**src/hw/fei4_rx_pkg.sv**
```systemverilog
//--------------------------------------------------
// shared definitions of the FE-I4 8b10b receiver
// lock states, register map, control symbols,
// comma patterns and version number
//--------------------------------------------------
`default_nettype none

package fei4_rx_pkg;

    typedef enum logic [1:0] {
        HUNT   = 2'd0,
        CHECK  = 2'd1,
        LOCKED = 2'd2
    } sync_state_t;

    // register map of the byte bus
    typedef enum logic [7:0] {
        ADDR_RESET    = 8'd0,   // version on read
        ADDR_RX_RESET = 8'd1,
        ADDR_CONFIG   = 8'd2,
        ADDR_SIZE_LO  = 8'd3,
        ADDR_SIZE_HI  = 8'd4,
        ADDR_DEC_ERR  = 8'd5,
        ADDR_LOST_ERR = 8'd6
    } reg_addr_t;

    localparam logic [7:0] K28_5 = 8'hBC;   // comma
    localparam logic [7:0] K28_7 = 8'hFC;   // start of frame
    localparam logic [7:0] K28_3 = 8'h7C;   // end of frame

    // abcdei fghj, bit a is first on the line and lands in bit 9
    localparam logic [9:0] COMMA_NEG = 10'b0011111010;
    localparam logic [9:0] COMMA_POS = 10'b1100000101;

    localparam int LOCK_COMMAS = 4;
    localparam logic [7:0] VERSION = 8'd2;

endpackage

`default_nettype wire

```
**src/hw/rx_symbol_if.sv**
```systemverilog
//--------------------------------------------------
// decoded symbol from the 8b10b decoder
// to the frame packer and error counter
//--------------------------------------------------
`timescale 1ns/100ps
`default_nettype none

interface rx_symbol_if;

    logic       sym_valid;  // one cycle per locked symbol
    logic [7:0] data;
    logic       is_k;
    logic       code_err;

    modport dec (output sym_valid, data, is_k, code_err);
    modport sink (input sym_valid, data, is_k, code_err);

endinterface

`default_nettype wire

```
**src/hw/dec_8b10b.sv**
```systemverilog
//--------------------------------------------------
// 8b10b table decoder
// 6b/5b and 4b/3b lookup for both disparities,
// K28 detection and code error flag
//--------------------------------------------------
`timescale 1ns/100ps
`default_nettype none

module dec_8b10b (
    input  wire       BUS_CLK,
    input  wire       reset,
    input  wire [9:0] symbol,
    input  wire       sym_strobe,
    input  wire       locked,
    rx_symbol_if.dec  sym
);

    logic [5:0] code6;
    logic [3:0] code4;
    logic [3:0] code4_k;
    logic [4:0] dec5;
    logic [2:0] dec3;
    logic       is_k28;
    logic       err6;
    logic       err4;

    assign code6 = symbol[9:4];    // abcdei
    assign code4 = symbol[3:0];    // fghj
    assign is_k28 = (code6 == 6'b001111) || (code6 == 6'b110000);
    // K28 on the positive side uses the complement of the 4b part
    assign code4_k = (code6 == 6'b110000) ? ~code4 : code4;

    always_comb begin
        err6 = 1'b0;
        case (code6)
            6'b100111, 6'b011000: dec5 = 5'd0;
            6'b011101, 6'b100010: dec5 = 5'd1;
            6'b101101, 6'b010010: dec5 = 5'd2;
            6'b110001:            dec5 = 5'd3;
            6'b110101, 6'b001010: dec5 = 5'd4;
            6'b101001:            dec5 = 5'd5;
            6'b011001:            dec5 = 5'd6;
            6'b111000, 6'b000111: dec5 = 5'd7;
            6'b111001, 6'b000110: dec5 = 5'd8;
            6'b100101:            dec5 = 5'd9;
            6'b010101:            dec5 = 5'd10;
            6'b110100:            dec5 = 5'd11;
            6'b001101:            dec5 = 5'd12;
            6'b101100:            dec5 = 5'd13;
            6'b011100:            dec5 = 5'd14;
            6'b010111, 6'b101000: dec5 = 5'd15;
            6'b011011, 6'b100100: dec5 = 5'd16;
            6'b100011:            dec5 = 5'd17;
            6'b010011:            dec5 = 5'd18;
            6'b110010:            dec5 = 5'd19;
            6'b001011:            dec5 = 5'd20;
            6'b101010:            dec5 = 5'd21;
            6'b011010:            dec5 = 5'd22;
            6'b111010, 6'b000101: dec5 = 5'd23;
            6'b110011, 6'b001100: dec5 = 5'd24;
            6'b100110:            dec5 = 5'd25;
            6'b010110:            dec5 = 5'd26;
            6'b110110, 6'b001001: dec5 = 5'd27;
            6'b001110:            dec5 = 5'd28;
            6'b001111, 6'b110000: dec5 = 5'd28;    // K28
            6'b101110, 6'b010001: dec5 = 5'd29;
            6'b011110, 6'b100001: dec5 = 5'd30;
            6'b101011, 6'b010100: dec5 = 5'd31;
            default: begin
                dec5 = 5'd0;
                err6 = 1'b1;
            end
        endcase
    end

    always_comb begin
        err4 = 1'b0;
        if (is_k28) begin
            case (code4_k)
                4'b0100: dec3 = 3'd0;
                4'b1001: dec3 = 3'd1;
                4'b0101: dec3 = 3'd2;
                4'b0011: dec3 = 3'd3;
                4'b0010: dec3 = 3'd4;
                4'b1010: dec3 = 3'd5;
                4'b0110: dec3 = 3'd6;
                4'b1000: dec3 = 3'd7;
                default: begin
                    dec3 = 3'd0;
                    err4 = 1'b1;
                end
            endcase
        end else begin
            case (code4)
                4'b1011, 4'b0100:                   dec3 = 3'd0;
                4'b1001:                            dec3 = 3'd1;
                4'b0101:                            dec3 = 3'd2;
                4'b1100, 4'b0011:                   dec3 = 3'd3;
                4'b1101, 4'b0010:                   dec3 = 3'd4;
                4'b1010:                            dec3 = 3'd5;
                4'b0110:                            dec3 = 3'd6;
                4'b1110, 4'b0001, 4'b0111, 4'b1000: dec3 = 3'd7;   // primary and alternate
                default: begin
                    dec3 = 3'd0;
                    err4 = 1'b1;
                end
            endcase
        end
    end

    always_ff @(posedge BUS_CLK) begin
        if (reset) begin
            sym.sym_valid <= 1'b0;
            sym.is_k      <= 1'b0;
            sym.code_err  <= 1'b0;
        end else begin
            sym.sym_valid <= sym_strobe && locked;
            if (sym_strobe) begin
                sym.is_k     <= is_k28;
                sym.code_err <= err6 || err4;
            end
        end
    end

    always_ff @(posedge BUS_CLK) begin
        if (sym_strobe)
            sym.data <= {dec3, dec5};
    end

endmodule

`default_nettype wire

```
**src/hw/fei4_rx_core.sv**
```systemverilog
//--------------------------------------------------
// FE-I4 receiver top
// register bank, soft and receiver reset strobes,
// read-back mux and data header insertion
//--------------------------------------------------
`timescale 1ns/100ps
`default_nettype none

module fei4_rx_core #(
    parameter logic [7:0] DATA_IDENTIFIER = 8'd0,
    parameter int         FIFO_DEPTH      = 16,
    parameter int         ABUSWIDTH       = 16
) (
    input  wire                 RX_DATA,
    output logic                RX_READY,
    output logic                RX_8B10B_DECODER_ERR,
    output logic                RX_FIFO_OVERFLOW_ERR,
    output logic                RX_FIFO_FULL,

    input  wire                 FIFO_READ,
    output logic                FIFO_EMPTY,
    output logic [31:0]         FIFO_DATA,

    input  wire                 BUS_CLK,
    input  wire                 RST,
    input  wire [ABUSWIDTH-1:0] BUS_ADD,
    input  wire [7:0]           BUS_DATA_IN,
    input  wire                 BUS_WR,
    input  wire                 BUS_RD,
    output logic [7:0]          BUS_DATA_OUT
);

    logic [7:0]  addr;
    logic        addr_ok;    // upper address bits all zero
    logic        soft_ff;
    logic        soft_ff2;
    logic        rx_ff;
    logic        rx_ff2;
    logic        sys_rst;
    logic        rx_rst;
    logic [7:0]  config_reg;  // bit 1 inverts RX data
    logic [7:0]  size_hi;
    logic        ready;
    logic [23:0] fe_data;
    logic [15:0] fifo_size;
    logic [7:0]  decoder_err_cnt;
    logic [7:0]  lost_err_cnt;

    assign addr    = BUS_ADD[7:0];
    assign addr_ok = (BUS_ADD >> 8) == '0;

    // write strobes go through two flops, rising edge gives the reset pulse
    always_ff @(posedge BUS_CLK) begin
        if (RST) begin
            soft_ff  <= 1'b0;
            soft_ff2 <= 1'b0;
            rx_ff    <= 1'b0;
            rx_ff2   <= 1'b0;
        end else begin
            soft_ff  <= BUS_WR && addr_ok && addr == fei4_rx_pkg::ADDR_RESET;
            soft_ff2 <= soft_ff;
            rx_ff    <= BUS_WR && addr_ok && addr == fei4_rx_pkg::ADDR_RX_RESET;
            rx_ff2   <= rx_ff;
        end
    end

    assign sys_rst = RST || (soft_ff && !soft_ff2);
    assign rx_rst  = sys_rst || (rx_ff && !rx_ff2);    // keeps the config

    always_ff @(posedge BUS_CLK) begin
        if (sys_rst)
            config_reg <= 8'd0;
        else if (BUS_WR && addr_ok && addr == fei4_rx_pkg::ADDR_CONFIG)
            config_reg <= BUS_DATA_IN;
    end

    always_ff @(posedge BUS_CLK) begin
        if (RST) begin
            BUS_DATA_OUT <= 8'd0;
        end else if (BUS_RD) begin
            if (!addr_ok) begin
                BUS_DATA_OUT <= 8'd0;
            end else begin
                case (addr)
                    fei4_rx_pkg::ADDR_RESET:    BUS_DATA_OUT <= fei4_rx_pkg::VERSION;
                    fei4_rx_pkg::ADDR_CONFIG:   BUS_DATA_OUT <= {config_reg[7:1], ready};
                    fei4_rx_pkg::ADDR_SIZE_LO:  BUS_DATA_OUT <= fifo_size[7:0];
                    fei4_rx_pkg::ADDR_SIZE_HI:  BUS_DATA_OUT <= size_hi;
                    fei4_rx_pkg::ADDR_DEC_ERR:  BUS_DATA_OUT <= decoder_err_cnt;
                    fei4_rx_pkg::ADDR_LOST_ERR: BUS_DATA_OUT <= lost_err_cnt;
                    default:                    BUS_DATA_OUT <= 8'd0;
                endcase
            end
        end
    end

    // high byte frozen when the low byte is read
    always_ff @(posedge BUS_CLK) begin
        if (RST)
            size_hi <= 8'd0;
        else if (BUS_RD && addr_ok && addr == fei4_rx_pkg::ADDR_SIZE_LO)
            size_hi <= fifo_size[15:8];
    end

    assign RX_READY             = ready;
    assign RX_8B10B_DECODER_ERR = (decoder_err_cnt != 8'd0);
    assign RX_FIFO_OVERFLOW_ERR = (lost_err_cnt != 8'd0);
    assign FIFO_DATA            = {DATA_IDENTIFIER, fe_data};

    receiver_logic #(
        .FIFO_DEPTH (FIFO_DEPTH)
    ) i_receiver_logic (
        .BUS_CLK         (BUS_CLK),
        .reset           (rx_rst),
        .rx_data         (RX_DATA),
        .invert          (config_reg[1]),
        .read            (FIFO_READ),
        .data            (fe_data),
        .empty           (FIFO_EMPTY),
        .full            (RX_FIFO_FULL),
        .ready           (ready),
        .fifo_size       (fifo_size),
        .decoder_err_cnt (decoder_err_cnt),
        .lost_err_cnt    (lost_err_cnt)
    );

endmodule

`default_nettype wire

```
**src/hw/receiver_logic.sv**
```systemverilog
//--------------------------------------------------
// receive path of the FE-I4 link
// inversion, symbol shift register, comma detect,
// decoder error counter and receiver blocks
//--------------------------------------------------
`timescale 1ns/100ps
`default_nettype none

module receiver_logic #(
    parameter int FIFO_DEPTH = 16
) (
    input  wire         BUS_CLK,
    input  wire         reset,
    input  wire         rx_data,
    input  wire         invert,
    input  wire         read,
    output logic [23:0] data,
    output logic        empty,
    output logic        full,
    output logic        ready,
    output logic [15:0] fifo_size,
    output logic [7:0]  decoder_err_cnt,
    output logic [7:0]  lost_err_cnt
);

    logic [9:0] shift_reg;    // first bit ends up in bit 9
    logic       comma;
    logic       realign;
    logic       sym_strobe;
    logic       locked;

    rx_symbol_if sym ();

    always_ff @(posedge BUS_CLK) begin
        if (reset)
            shift_reg <= 10'd0;
        else
            shift_reg <= {shift_reg[8:0], rx_data ^ invert};
    end

    assign comma = (shift_reg == fei4_rx_pkg::COMMA_POS) ||
                   (shift_reg == fei4_rx_pkg::COMMA_NEG);

    // code errors in locked symbols only, saturating
    always_ff @(posedge BUS_CLK) begin
        if (reset)
            decoder_err_cnt <= 8'd0;
        else if (sym.sym_valid && sym.code_err && decoder_err_cnt != 8'hFF)
            decoder_err_cnt <= decoder_err_cnt + 8'd1;
    end

    assign ready = locked;

    rx_sync_fsm i_rx_sync_fsm (
        .BUS_CLK    (BUS_CLK),
        .reset      (reset),
        .comma      (comma),
        .sym_strobe (sym_strobe),
        .code_err   (sym.code_err),
        .realign    (realign),
        .locked     (locked)
    );

    rx_bit_counter i_rx_bit_counter (
        .BUS_CLK    (BUS_CLK),
        .reset      (reset),
        .realign    (realign),
        .sym_strobe (sym_strobe)
    );

    dec_8b10b i_dec_8b10b (
        .BUS_CLK    (BUS_CLK),
        .reset      (reset),
        .symbol     (shift_reg),
        .sym_strobe (sym_strobe),
        .locked     (locked),
        .sym        (sym.dec)
    );

    rx_frame_fifo #(
        .FIFO_DEPTH (FIFO_DEPTH)
    ) i_rx_frame_fifo (
        .BUS_CLK      (BUS_CLK),
        .reset        (reset),
        .sym          (sym.sink),
        .read         (read),
        .data         (data),
        .empty        (empty),
        .full         (full),
        .fifo_size    (fifo_size),
        .lost_err_cnt (lost_err_cnt)
    );

endmodule

`default_nettype wire

```
**src/hw/rx_bit_counter.sv**
```systemverilog
//--------------------------------------------------
// modulo-10 bit counter
// marks symbol boundaries, realigned on a comma
//--------------------------------------------------
`timescale 1ns/100ps
`default_nettype none

module rx_bit_counter (
    input  wire  BUS_CLK,
    input  wire  reset,
    input  wire  realign,
    output logic sym_strobe
);

    logic [3:0] bit_cnt;

    // count 9 means ten fresh bits in the shift register
    always_ff @(posedge BUS_CLK) begin
        if (reset)
            bit_cnt <= 4'd0;
        else if (realign || bit_cnt == 4'd9)
            bit_cnt <= 4'd0;    // realign makes the current content a full symbol
        else
            bit_cnt <= bit_cnt + 4'd1;
    end

    assign sym_strobe = (bit_cnt == 4'd9);

endmodule

`default_nettype wire

```
**src/hw/rx_frame_fifo.sv**
```systemverilog
//--------------------------------------------------
// frame byte packer and show-ahead word FIFO
// occupancy count and lost word counter
//--------------------------------------------------
`timescale 1ns/100ps
`default_nettype none

module rx_frame_fifo #(
    parameter int FIFO_DEPTH = 16
) (
    input  wire         BUS_CLK,
    input  wire         reset,
    rx_symbol_if.sink   sym,
    input  wire         read,
    output logic [23:0] data,
    output logic        empty,
    output logic        full,
    output logic [15:0] fifo_size,
    output logic [7:0]  lost_err_cnt
);

    localparam int AW = $clog2(FIFO_DEPTH);

    logic          in_frame;
    logic [1:0]    byte_idx;
    logic [15:0]   partial;    // first two bytes of the word
    logic          good_sym;
    logic          push;
    logic          wr_en;
    logic          rd_en;
    logic [23:0]   mem [FIFO_DEPTH];
    logic [AW-1:0] wr_ptr;
    logic [AW-1:0] rd_ptr;
    logic [AW:0]   count;

    assign good_sym = sym.sym_valid && !sym.code_err;
    assign push  = good_sym && !sym.is_k && in_frame && byte_idx == 2'd2;
    assign wr_en = push && !full;
    assign rd_en = read && !empty;

    always_ff @(posedge BUS_CLK) begin
        if (reset) begin
            in_frame <= 1'b0;
            byte_idx <= 2'd0;
        end else if (good_sym) begin
            if (sym.is_k) begin
                if (sym.data == fei4_rx_pkg::K28_7) begin
                    in_frame <= 1'b1;
                    byte_idx <= 2'd0;
                end else if (sym.data == fei4_rx_pkg::K28_3) begin
                    in_frame <= 1'b0;
                    byte_idx <= 2'd0;   // partial word dropped
                end
            end else if (in_frame) begin
                byte_idx <= (byte_idx == 2'd2) ? 2'd0 : byte_idx + 2'd1;
            end
        end
    end

    always_ff @(posedge BUS_CLK) begin
        if (good_sym && !sym.is_k && in_frame)
            partial <= {partial[7:0], sym.data};
        if (wr_en)
            mem[wr_ptr] <= {partial, sym.data};
    end

    always_ff @(posedge BUS_CLK) begin
        if (reset) begin
            wr_ptr       <= '0;
            rd_ptr       <= '0;
            count        <= '0;
            lost_err_cnt <= 8'd0;
        end else begin
            if (wr_en)
                wr_ptr <= wr_ptr + 1'b1;
            if (rd_en)
                rd_ptr <= rd_ptr + 1'b1;
            if (wr_en && !rd_en)
                count <= count + 1'b1;
            else if (rd_en && !wr_en)
                count <= count - 1'b1;
            if (push && full && lost_err_cnt != 8'hFF)
                lost_err_cnt <= lost_err_cnt + 8'd1;
        end
    end

    assign data      = mem[rd_ptr];    // show-ahead
    assign empty     = (count == '0);
    assign full      = (count == (AW+1)'(FIFO_DEPTH));
    assign fifo_size = 16'(count);

endmodule

`default_nettype wire

```
**src/hw/rx_sync_fsm.sv**
```systemverilog
//--------------------------------------------------
// comma search and lock FSM
// HUNT -> CHECK -> LOCKED, drops lock on
// code errors in two consecutive symbols
//--------------------------------------------------
`timescale 1ns/100ps
`default_nettype none

module rx_sync_fsm (
    input  wire  BUS_CLK,
    input  wire  reset,
    input  wire  comma,
    input  wire  sym_strobe,
    input  wire  code_err,    // held error flag of the previous symbol
    output logic realign,
    output logic locked
);

    localparam int CW = $clog2(fei4_rx_pkg::LOCK_COMMAS + 1);

    fei4_rx_pkg::sync_state_t state;
    logic [CW-1:0] comma_cnt;
    logic          err_prev;

    always_ff @(posedge BUS_CLK) begin
        if (reset) begin
            state     <= fei4_rx_pkg::HUNT;
            comma_cnt <= '0;
            err_prev  <= 1'b0;
        end else begin
            case (state)
                fei4_rx_pkg::HUNT: begin
                    if (comma) begin
                        state     <= fei4_rx_pkg::CHECK;
                        comma_cnt <= CW'(1);    // the realigning comma counts
                    end
                end
                fei4_rx_pkg::CHECK: begin
                    if (sym_strobe) begin
                        if (!comma) begin
                            state <= fei4_rx_pkg::HUNT;
                        end else if (comma_cnt == CW'(fei4_rx_pkg::LOCK_COMMAS - 1)) begin
                            state    <= fei4_rx_pkg::LOCKED;
                            err_prev <= 1'b0;
                        end else begin
                            comma_cnt <= comma_cnt + 1'b1;
                        end
                    end else if (comma) begin
                        comma_cnt <= CW'(1);    // comma off the boundary, start over
                    end
                end
                fei4_rx_pkg::LOCKED: begin
                    if (sym_strobe) begin
                        err_prev <= code_err;
                        if (code_err && err_prev)
                            state <= fei4_rx_pkg::HUNT;
                    end
                end
                default: state <= fei4_rx_pkg::HUNT;
            endcase
        end
    end

    assign locked  = (state == fei4_rx_pkg::LOCKED);
    assign realign = comma && !locked;

endmodule

`default_nettype wire
```
**config.mk**
```make
export PLATFORM = sky130hd
export DESIGN_NAME = fei4_rx_core
export DESIGN_NICKNAME = d
export VERILOG_FILES = /design/src/hw/fei4_rx_pkg.sv /design/src/hw/rx_symbol_if.sv /design/src/hw/dec_8b10b.sv /design/src/hw/fei4_rx_core.sv /design/src/hw/receiver_logic.sv /design/src/hw/rx_bit_counter.sv /design/src/hw/rx_frame_fifo.sv /design/src/hw/rx_sync_fsm.sv
export SDC_FILE = /design/constraint.sdc
export NUM_CORES = 1
export LEC_CHECK = 0
export BUFFER_PORTS_ARGS = -buffer_cell sky130_fd_sc_hd__buf_2
export CORE_MARGIN = 1
export CORE_UTILIZATION = 40
export DETAILED_ROUTE_END_ITERATION = 8
export PLACE_DENSITY = 0.59
export SLEW_MARGIN = 5
export SYNTH_ARGS = -nofsm -noshare
export SYNTH_HDL_FRONTEND = slang
export SYNTH_SLANG_ARGS = --single-unit
```
**constraint.sdc**
```tcl
create_clock -name BUS_CLK -period 6.82 [get_ports BUS_CLK]
set_input_delay 0.341 -clock BUS_CLK [delete_from_list [all_inputs] [get_ports BUS_CLK]]
set_output_delay 0.341 -clock BUS_CLK [all_outputs]
set_load 0.1 [all_outputs]
```
==> run metrics, run 1 <==
reg-to-reg slack, setup=about 3700 ps; CP delay by family, top=multiplexers; area of the multi-input gates=5550 sq um; post-route clock skew=27.7 ps; #FFs+latches synth=approximately 490; first-pass GRT wire length=63400 um; maximum vdd drop=between 0.15 and 0.2 mV; Flop pwr share=0.471; Row Count=80; setup TNS=0 ps; area grow syn2layout=14.0%; most frequent cells in the layout=edfxtp_1 (408), mux4_2 (120), nor2_1 (81); Die W=224 um; critical path endpoint category=output port; sw power=1.83 mW; Data arrival, critical path=~3600 ps; Worst-Skew Late Latency=600 ps; Final Hold Fails=0; grt ovf=0; worst reg2reg endpoint=i_receiver_logic.i_rx_frame_fifo.mem[11][2]; critical path startpoint category=flip-flop; initial core utilization=0.409; CP bufs+invs=2; pwr/cell area=312 nW/um^2; Seq/Total Area, Yosys=0.703; combinational share of power=0.144; Worst Path Required=6480 ps; antenna cells=0; H-tree depth=2; total global-route track usage=0.170; Post-DP HPWL=22600 um; Top cell by count, worst path=mux4_2; CTS Buf Count=50; Reg clk slew, reported paths=~60 ps; fin. max-slew vios=0; mapped cell area=19600 sq um; Post-route DRC=0; post-route ant nets=0; clock tree buffer depth=3; initial DRC count=823; Setup Viol. Count Final=0; # fillers=around 4000; Register Area=around 14000 sq um; path depth of the worst reg2reg path=4; Post-synth ARST share=0; max reg flops=384; Ys Warns=0; crit-path cells=buf_4, mux4_2, mux4_2, buf_2; worst reg2reg path startpoint=i_receiver_logic.i_dec_8b10b.sym.code_err; total wire length=41600 um; mean post-synth cell area=around 17 sq um; P_int=between 5 and 6 mW; antenna violations before repair=0; Routed WL per cell=22.4 um; Post-synth EDFFs=408; MaxCap Viol Count=0; Die H=roughly 220 um; CTS Hold Bufs=8; worst slew pin tran=1190 ps; CTS resizes=0; Placer Congestion=0.760; NumNets Final=1248; Synth Instances=1127; clock share of power=0.386; crit path time final=~3900 ps; HP Class=in2reg; Port Buffers=65; sw frac=0.262; Root Driver=clkbuf_16; P_leak=6.97 nW; Die ar.=50000 sq um; Slowest cell on crit path=dfxtp_4; Fmax=257 MHz; drt first pass iters=5; most common cell after layout, fill and taps aside=edfxtp_1; worst setup path class=reg2out; # clock sinks=486; status=finished, final reports clean; largest net degree at the start of global routing=55; critical path's largest stage delay=around 760 ps; WHS Endpoint=config_reg[6]; Pwr Total=6.98 mW; Final Cycle Share=0.571; share of layout cells above drive strength 1=0.244; vias in the first global route=10361; Max FO, Critical Path=38; TritonCTS clock tree=yes; Core Area=a little under 50000 sq um; unrepaired setup endpoints after global routing=no; hold path cells=3; vias=between 10000 and 15000; most common flop cell mapped by yosys=edfxtp_1; Post-CTS Setup Inserts=0; num ports=75; Hold Path Origin=BUS_DATA_IN[6]; Vias per Instance=5.46; Slew HR=0.208; post-synth cell types=67
[synthesized netlist by cell type (9+ instances only)]
cell	instances	share of area
xor2_1	12	0.0053
inv_1	21	0.0040
clkbuf_1	50	0.0096
ha_1	17	0.011
nand4_1	9	0.0029
mux4_2	120	0.14
nor3_1	18	0.0046
mux2i_1	17	0.0087
dfxtp_1	78	0.079
a21oi_1	25	0.0064
and2_1	12	0.0038
edfxtp_1	408	0.62
buf_1	11	0.0021
nor2_1	93	0.018
a22oi_1	14	0.0053
nand2b_1	9	0.0029
nor2b_1	10	0.0032
nand2_1	34	0.0065
o21ai_0	22	0.0056
xnor2_1	21	0.0094
[cells by family after synthesis]
group	count (synthesis)	share of synthesized area
and+or+nand+nor	231	0.0586
muxes	138	0.147
buffers and inverters	99	0.0215
other	1	0.000191
AOI/OAI and AO/OA	118	0.0416
adders and majority gates	21	0.0134
xor gates and xnor gates	33	0.0147
DFF	486	0.703
[worst max-delay path by stage]
stage | depth (start not counted) | start | end | slack [ps]
2_1_floorplan | 4 | i_receiver_logic.i_dec_8b10b.sym.code_err | i_receiver_logic.i_rx_frame_fifo.mem[3][0] | 3340
3_3_place_gp | 4 | flip-flop | FIFO_DATA[6] | 3410
3_5_place_dp | 4 | flip-flop | FIFO_DATA[6] | 3400
4_1_cts | 4 | flip-flop | FIFO_DATA[6] | 2760
5_1_grt | 4 | flip-flop | FIFO_DATA[6] | 2640
6_report | 4 | flip-flop | FIFO_DATA[6] | 2930
[per-stage QoR]
| stage | worst slack, ps | utilization | cells | instance area [sq um] | hold slack, ps |
|---|---|---|---|---|---|
| floorplan | 3340 | - | 1134 | 19700 | 413 |
| global placement | 3410 | 0.430 | 1755 | 20700 | 448 |
| detailed placement | 3400 | 0.430 | 1755 | 20700 | 450 |
| CTS | 2760 | 0.466 | 1857 | 22400 | 7.51 |
| global route | 2640 | 0.466 | 1857 | 22400 | 33.2 |
| finish | 2930 | 0.466 | 1857 | 22400 | 25.0 |
[metal layers]
metal  share of wire  GRT usage  up-vias
li1                -          -     4607
met1            0.44      0.233     5256
met2            0.50      0.280      224
met3           0.046     0.0358       53
met4           0.015     0.0382        0
met5               0          0        -
[layout make-up]
cell class                      instances  area share
Clock buffer                           62      0.0597
Clock inverter                         32      0.0131
Inverter                               23     0.00386
Multi-Input combinational cell        549       0.248
Sequential cell                       486       0.617
Tap cell                              615      0.0344
Timing Repair Buffer                   90      0.0238
[worst min-delay path: stages]
cell     delay [ps]
buf_2            70
mux2i_1          50
nor2_1          110
[power by group through the flow]
stage	clock (mW)	sequential [mW]	combinational [mW]
2_1_floorplan	0	3.27	0.923
3_3_place_gp	0	3.35	1.01
3_5_place_dp	0	3.35	1.02
4_1_cts	2.75	3.29	1.02
5_1_grt	2.87	3.30	1.07
6_report	2.69	3.28	1.00
Power figures use the tool's default switching activity.
==> run 2: changes to the inputs <==
ABC_AREA = 1   (was unset)
clock period = 3.6 ns   (was 6.82 ns; I/O delays follow)
==> run 2 against run 1 <==
Clock-buffer cell count up 2. Final cell count is 40% higher. Cell area rose by 8.4%. Global-route usage grew 1.5 points. Highest routed layer unchanged. Die area increased by 5.7%. Hold slack improved by 56 ps.
==> run metrics, run 2 <==
post-route ant nets=0 (unchanged); share of layout cells above drive strength 1=0.125 (-0.119); Die W=230 um (+2.8%); Post-CTS Setup Inserts=0 (unchanged); setup TNS=0 ps (unchanged); crit path time final=3360 ps; Die H=230 um (+2.8%); leading area contributor after synthesis=edfxtp_1; critical path endpoint category=output port; pwr/cell area=477 nW/um^2 (+53%); Post-DP HPWL=28000 um (+24%); Root Driver=clkbuf_16; Synth Instances=1784 (+58%); Final Cycle Share=0.933; P_leak=8.70 nW (+25%); Worst Path Required=3420 ps (-3060 ps); clock tree buffer depth=3 (unchanged); unrepaired setup endpoints after global routing=no; max reg flops=384 (unchanged); Reg clk slew, reported paths=60 ps (about the same); CP delay by family, top=buffers and inverters; Pwr Total=11.6 mW (+66%); antenna violations before repair=0 (unchanged); num ports=75 (unchanged); mapped cell area=20800 sq um (+5.8%); Data arrival, critical path=3180 ps (-370 ps); Synth area leaders=edfxtp_1 (59%), dfxtp_1 (7.5%), mux2i_1 (4.6%), o21ai_0 (4.0%), o211ai_1 (3.5%); Max FO, Critical Path=49 (+29%); post-route clock skew=14.5 ps (-13.2 ps); crit-path cells=inv_2, buf_4, buf_4, o211ai_1, nand3_1, nand2_1, buf_12; Post-synth EDFFs=408 (unchanged); worst slew pin tran=876 ps (-309 ps); Fmax=298 MHz; Post-synth top cells=edfxtp_1 (408), nand2_1 (183), inv_1 (181); grt ovf=0 (unchanged); drt first pass iters=5 (unchanged); top-area cell type share of the netlist area=0.590 (-0.0340); HP Class=in2reg; Routed WL per cell=18.9 um (-16%); TritonCTS clock tree=yes; total wire length=49100 um (+18%); most frequent cells in the layout=edfxtp_1 (408), nand2_1 (183), inv_1 (181); Die ar.=52900 sq um (+5.7%); Seq/Total Area, Yosys=0.665 (-0.0384); total global-route track usage=0.185 (+0.0149); fin area=24300 sq um (+8.4%); CTS resizes=0 (unchanged); initial core utilization=0.405 (-0.00385); H-tree depth=2 (unchanged); critical path's largest stage delay=830 ps (+70 ps); Core Area=51300 sq um (+6.8%); CTS Hold Bufs=20 (+12); vias=13635 (+34%); Final Hold Fails=0 (unchanged); placed cell area=22300 sq um (+8.0%); WHS=80.6 ps (+55.5 ps); largest net degree at the start of global routing=104 (+89%); most numerous cell in the Yosys netlist=edfxtp_1; MaxCap Viol Count=0 (unchanged); critical path startpoint category=flip-flop; CP bufs+invs=4 (+2); worst setup path class=reg2out; mean post-synth cell area=11.6 sq um (-33%); NumNets Final=1924 (+54%); post-synth cell types=50 (-25%); Port Buffers=65 (unchanged); Placer Congestion=0.831 (+9.3%); # clock sinks=486 (unchanged); Top cell by count, worst path=buf_4; status=finished, final reports clean; Row Count=83 (+3.8%); area grow syn2layout=16.8%; #FFs+latches synth=486 (unchanged); first-pass GRT wire length=75400 um (+19%); most common flop cell mapped by yosys=edfxtp_1; Post-synth ARST share=0 (unchanged); Vias per Instance=5.25 (-3.9%); Slowest cell on crit path=dfxtp_4; Setup Viol. Count Final=0 (unchanged); initial DRC count=1002 (+22%); Post-route DRC=0 (unchanged); maximum vdd drop=0.338 mV (+100%); antenna cells=0 (unchanged); CTS Buf Count=52 (+4.0%); most common cell after layout, fill and taps aside=edfxtp_1; Slew HR=0.416 (+0.208); Worst-Skew Late Latency=590 ps (about the same); vias in the first global route=13195 (+27%); fin. max-slew vios=0 (unchanged); Ys Warns=0 (unchanged)
-- run 2: changes by cell type in the layout (fill, tap and decap cells not counted), moves of 93 or more --
cell      delta
a21oi_1    +117
inv_1      +160
mux4_2     -120
nand2_1    +149
o211ai_1    +93
o21ai_0    +144
-- run 2: cell families after synthesis --
| family | count (synthesis) | synth area share |
|---|---|---|
| adder cells (fa/ha/maj) | 18 | 0.0112 |
| multiplexers | 96 | 0.0462 |
| other | 1 | 0.000180 |
| flip-flops | 486 | 0.665 |
| buffers and inverters | 281 | 0.0561 |
| XOR/XNOR | 10 | 0.00421 |
| AO/OA/AOI/OAI | 427 | 0.117 |
| AND/OR/NAND/NOR | 465 | 0.0999 |
-- run 2: worst paths after layout --
kind	slack, ps	cells past startpoint	startpoint	to
worst max register to register	1040	15	i_receiver_logic.i_dec_8b10b.sym.code_err	i_receiver_logic.i_rx_frame_fifo.count[4]
worst max-delay path	240	7	flip-flop	FIFO_DATA[8]
worst min-delay path	80	6	BUS_ADD[14]	BUS_DATA_OUT[5]
worst min register to register	430	2	soft_ff	soft_ff2
-- run 2: per-layer routing --
metal  vias up  routed length, um  global-route usage  share of wire
li1       6562                  -                   -              -
met1      6674              21300               0.242           0.43
met2       320              24000               0.311           0.49
met3        79               2620              0.0331          0.053
met4         0               1150              0.0615          0.023
met5         -                  0                   0              0
-- run 2: stage by stage --
stage / cells / util / setup WS, ps
finish: 2598 / 0.473 / 241
global route: 2598 / 0.473 / 22.6
detailed placement: 2482 / 0.435 / 837
global placement: 2482 / 0.435 / 854
floorplan: 1791 / - / 601
CTS: 2598 / 0.473 / 195
-- run 2: layout make-up --
| cell class | instances | area (sq um) |
|---|---|---|
| inverter | 195 | 732 |
| clock inverter | 32 | 388 |
| sequential | 486 | 13800 |
| clock buffer | 64 | 1360 |
| multi-input combinational | 1024 | 5950 |
| timing repair buffer | 117 | 1170 |
| tap | 680 | 851 |
| fill | 4614 | 27000 |
-- run 2: worst min-delay path: stages --
cell and delay [ps]:
buf_2 80, nor2_1 30, nand2_1 70, nor2_1 80
nand3_1 110, a21oi_1 70
-- run 2: power by group --
part	leakage, nW	internal [mW]	switching, mW
registers	4.93	6.01	0.00523
logic	2.92	0.0388	0.0888
clock network	0.851	3.26	2.18
total	8.70	9.31	2.27
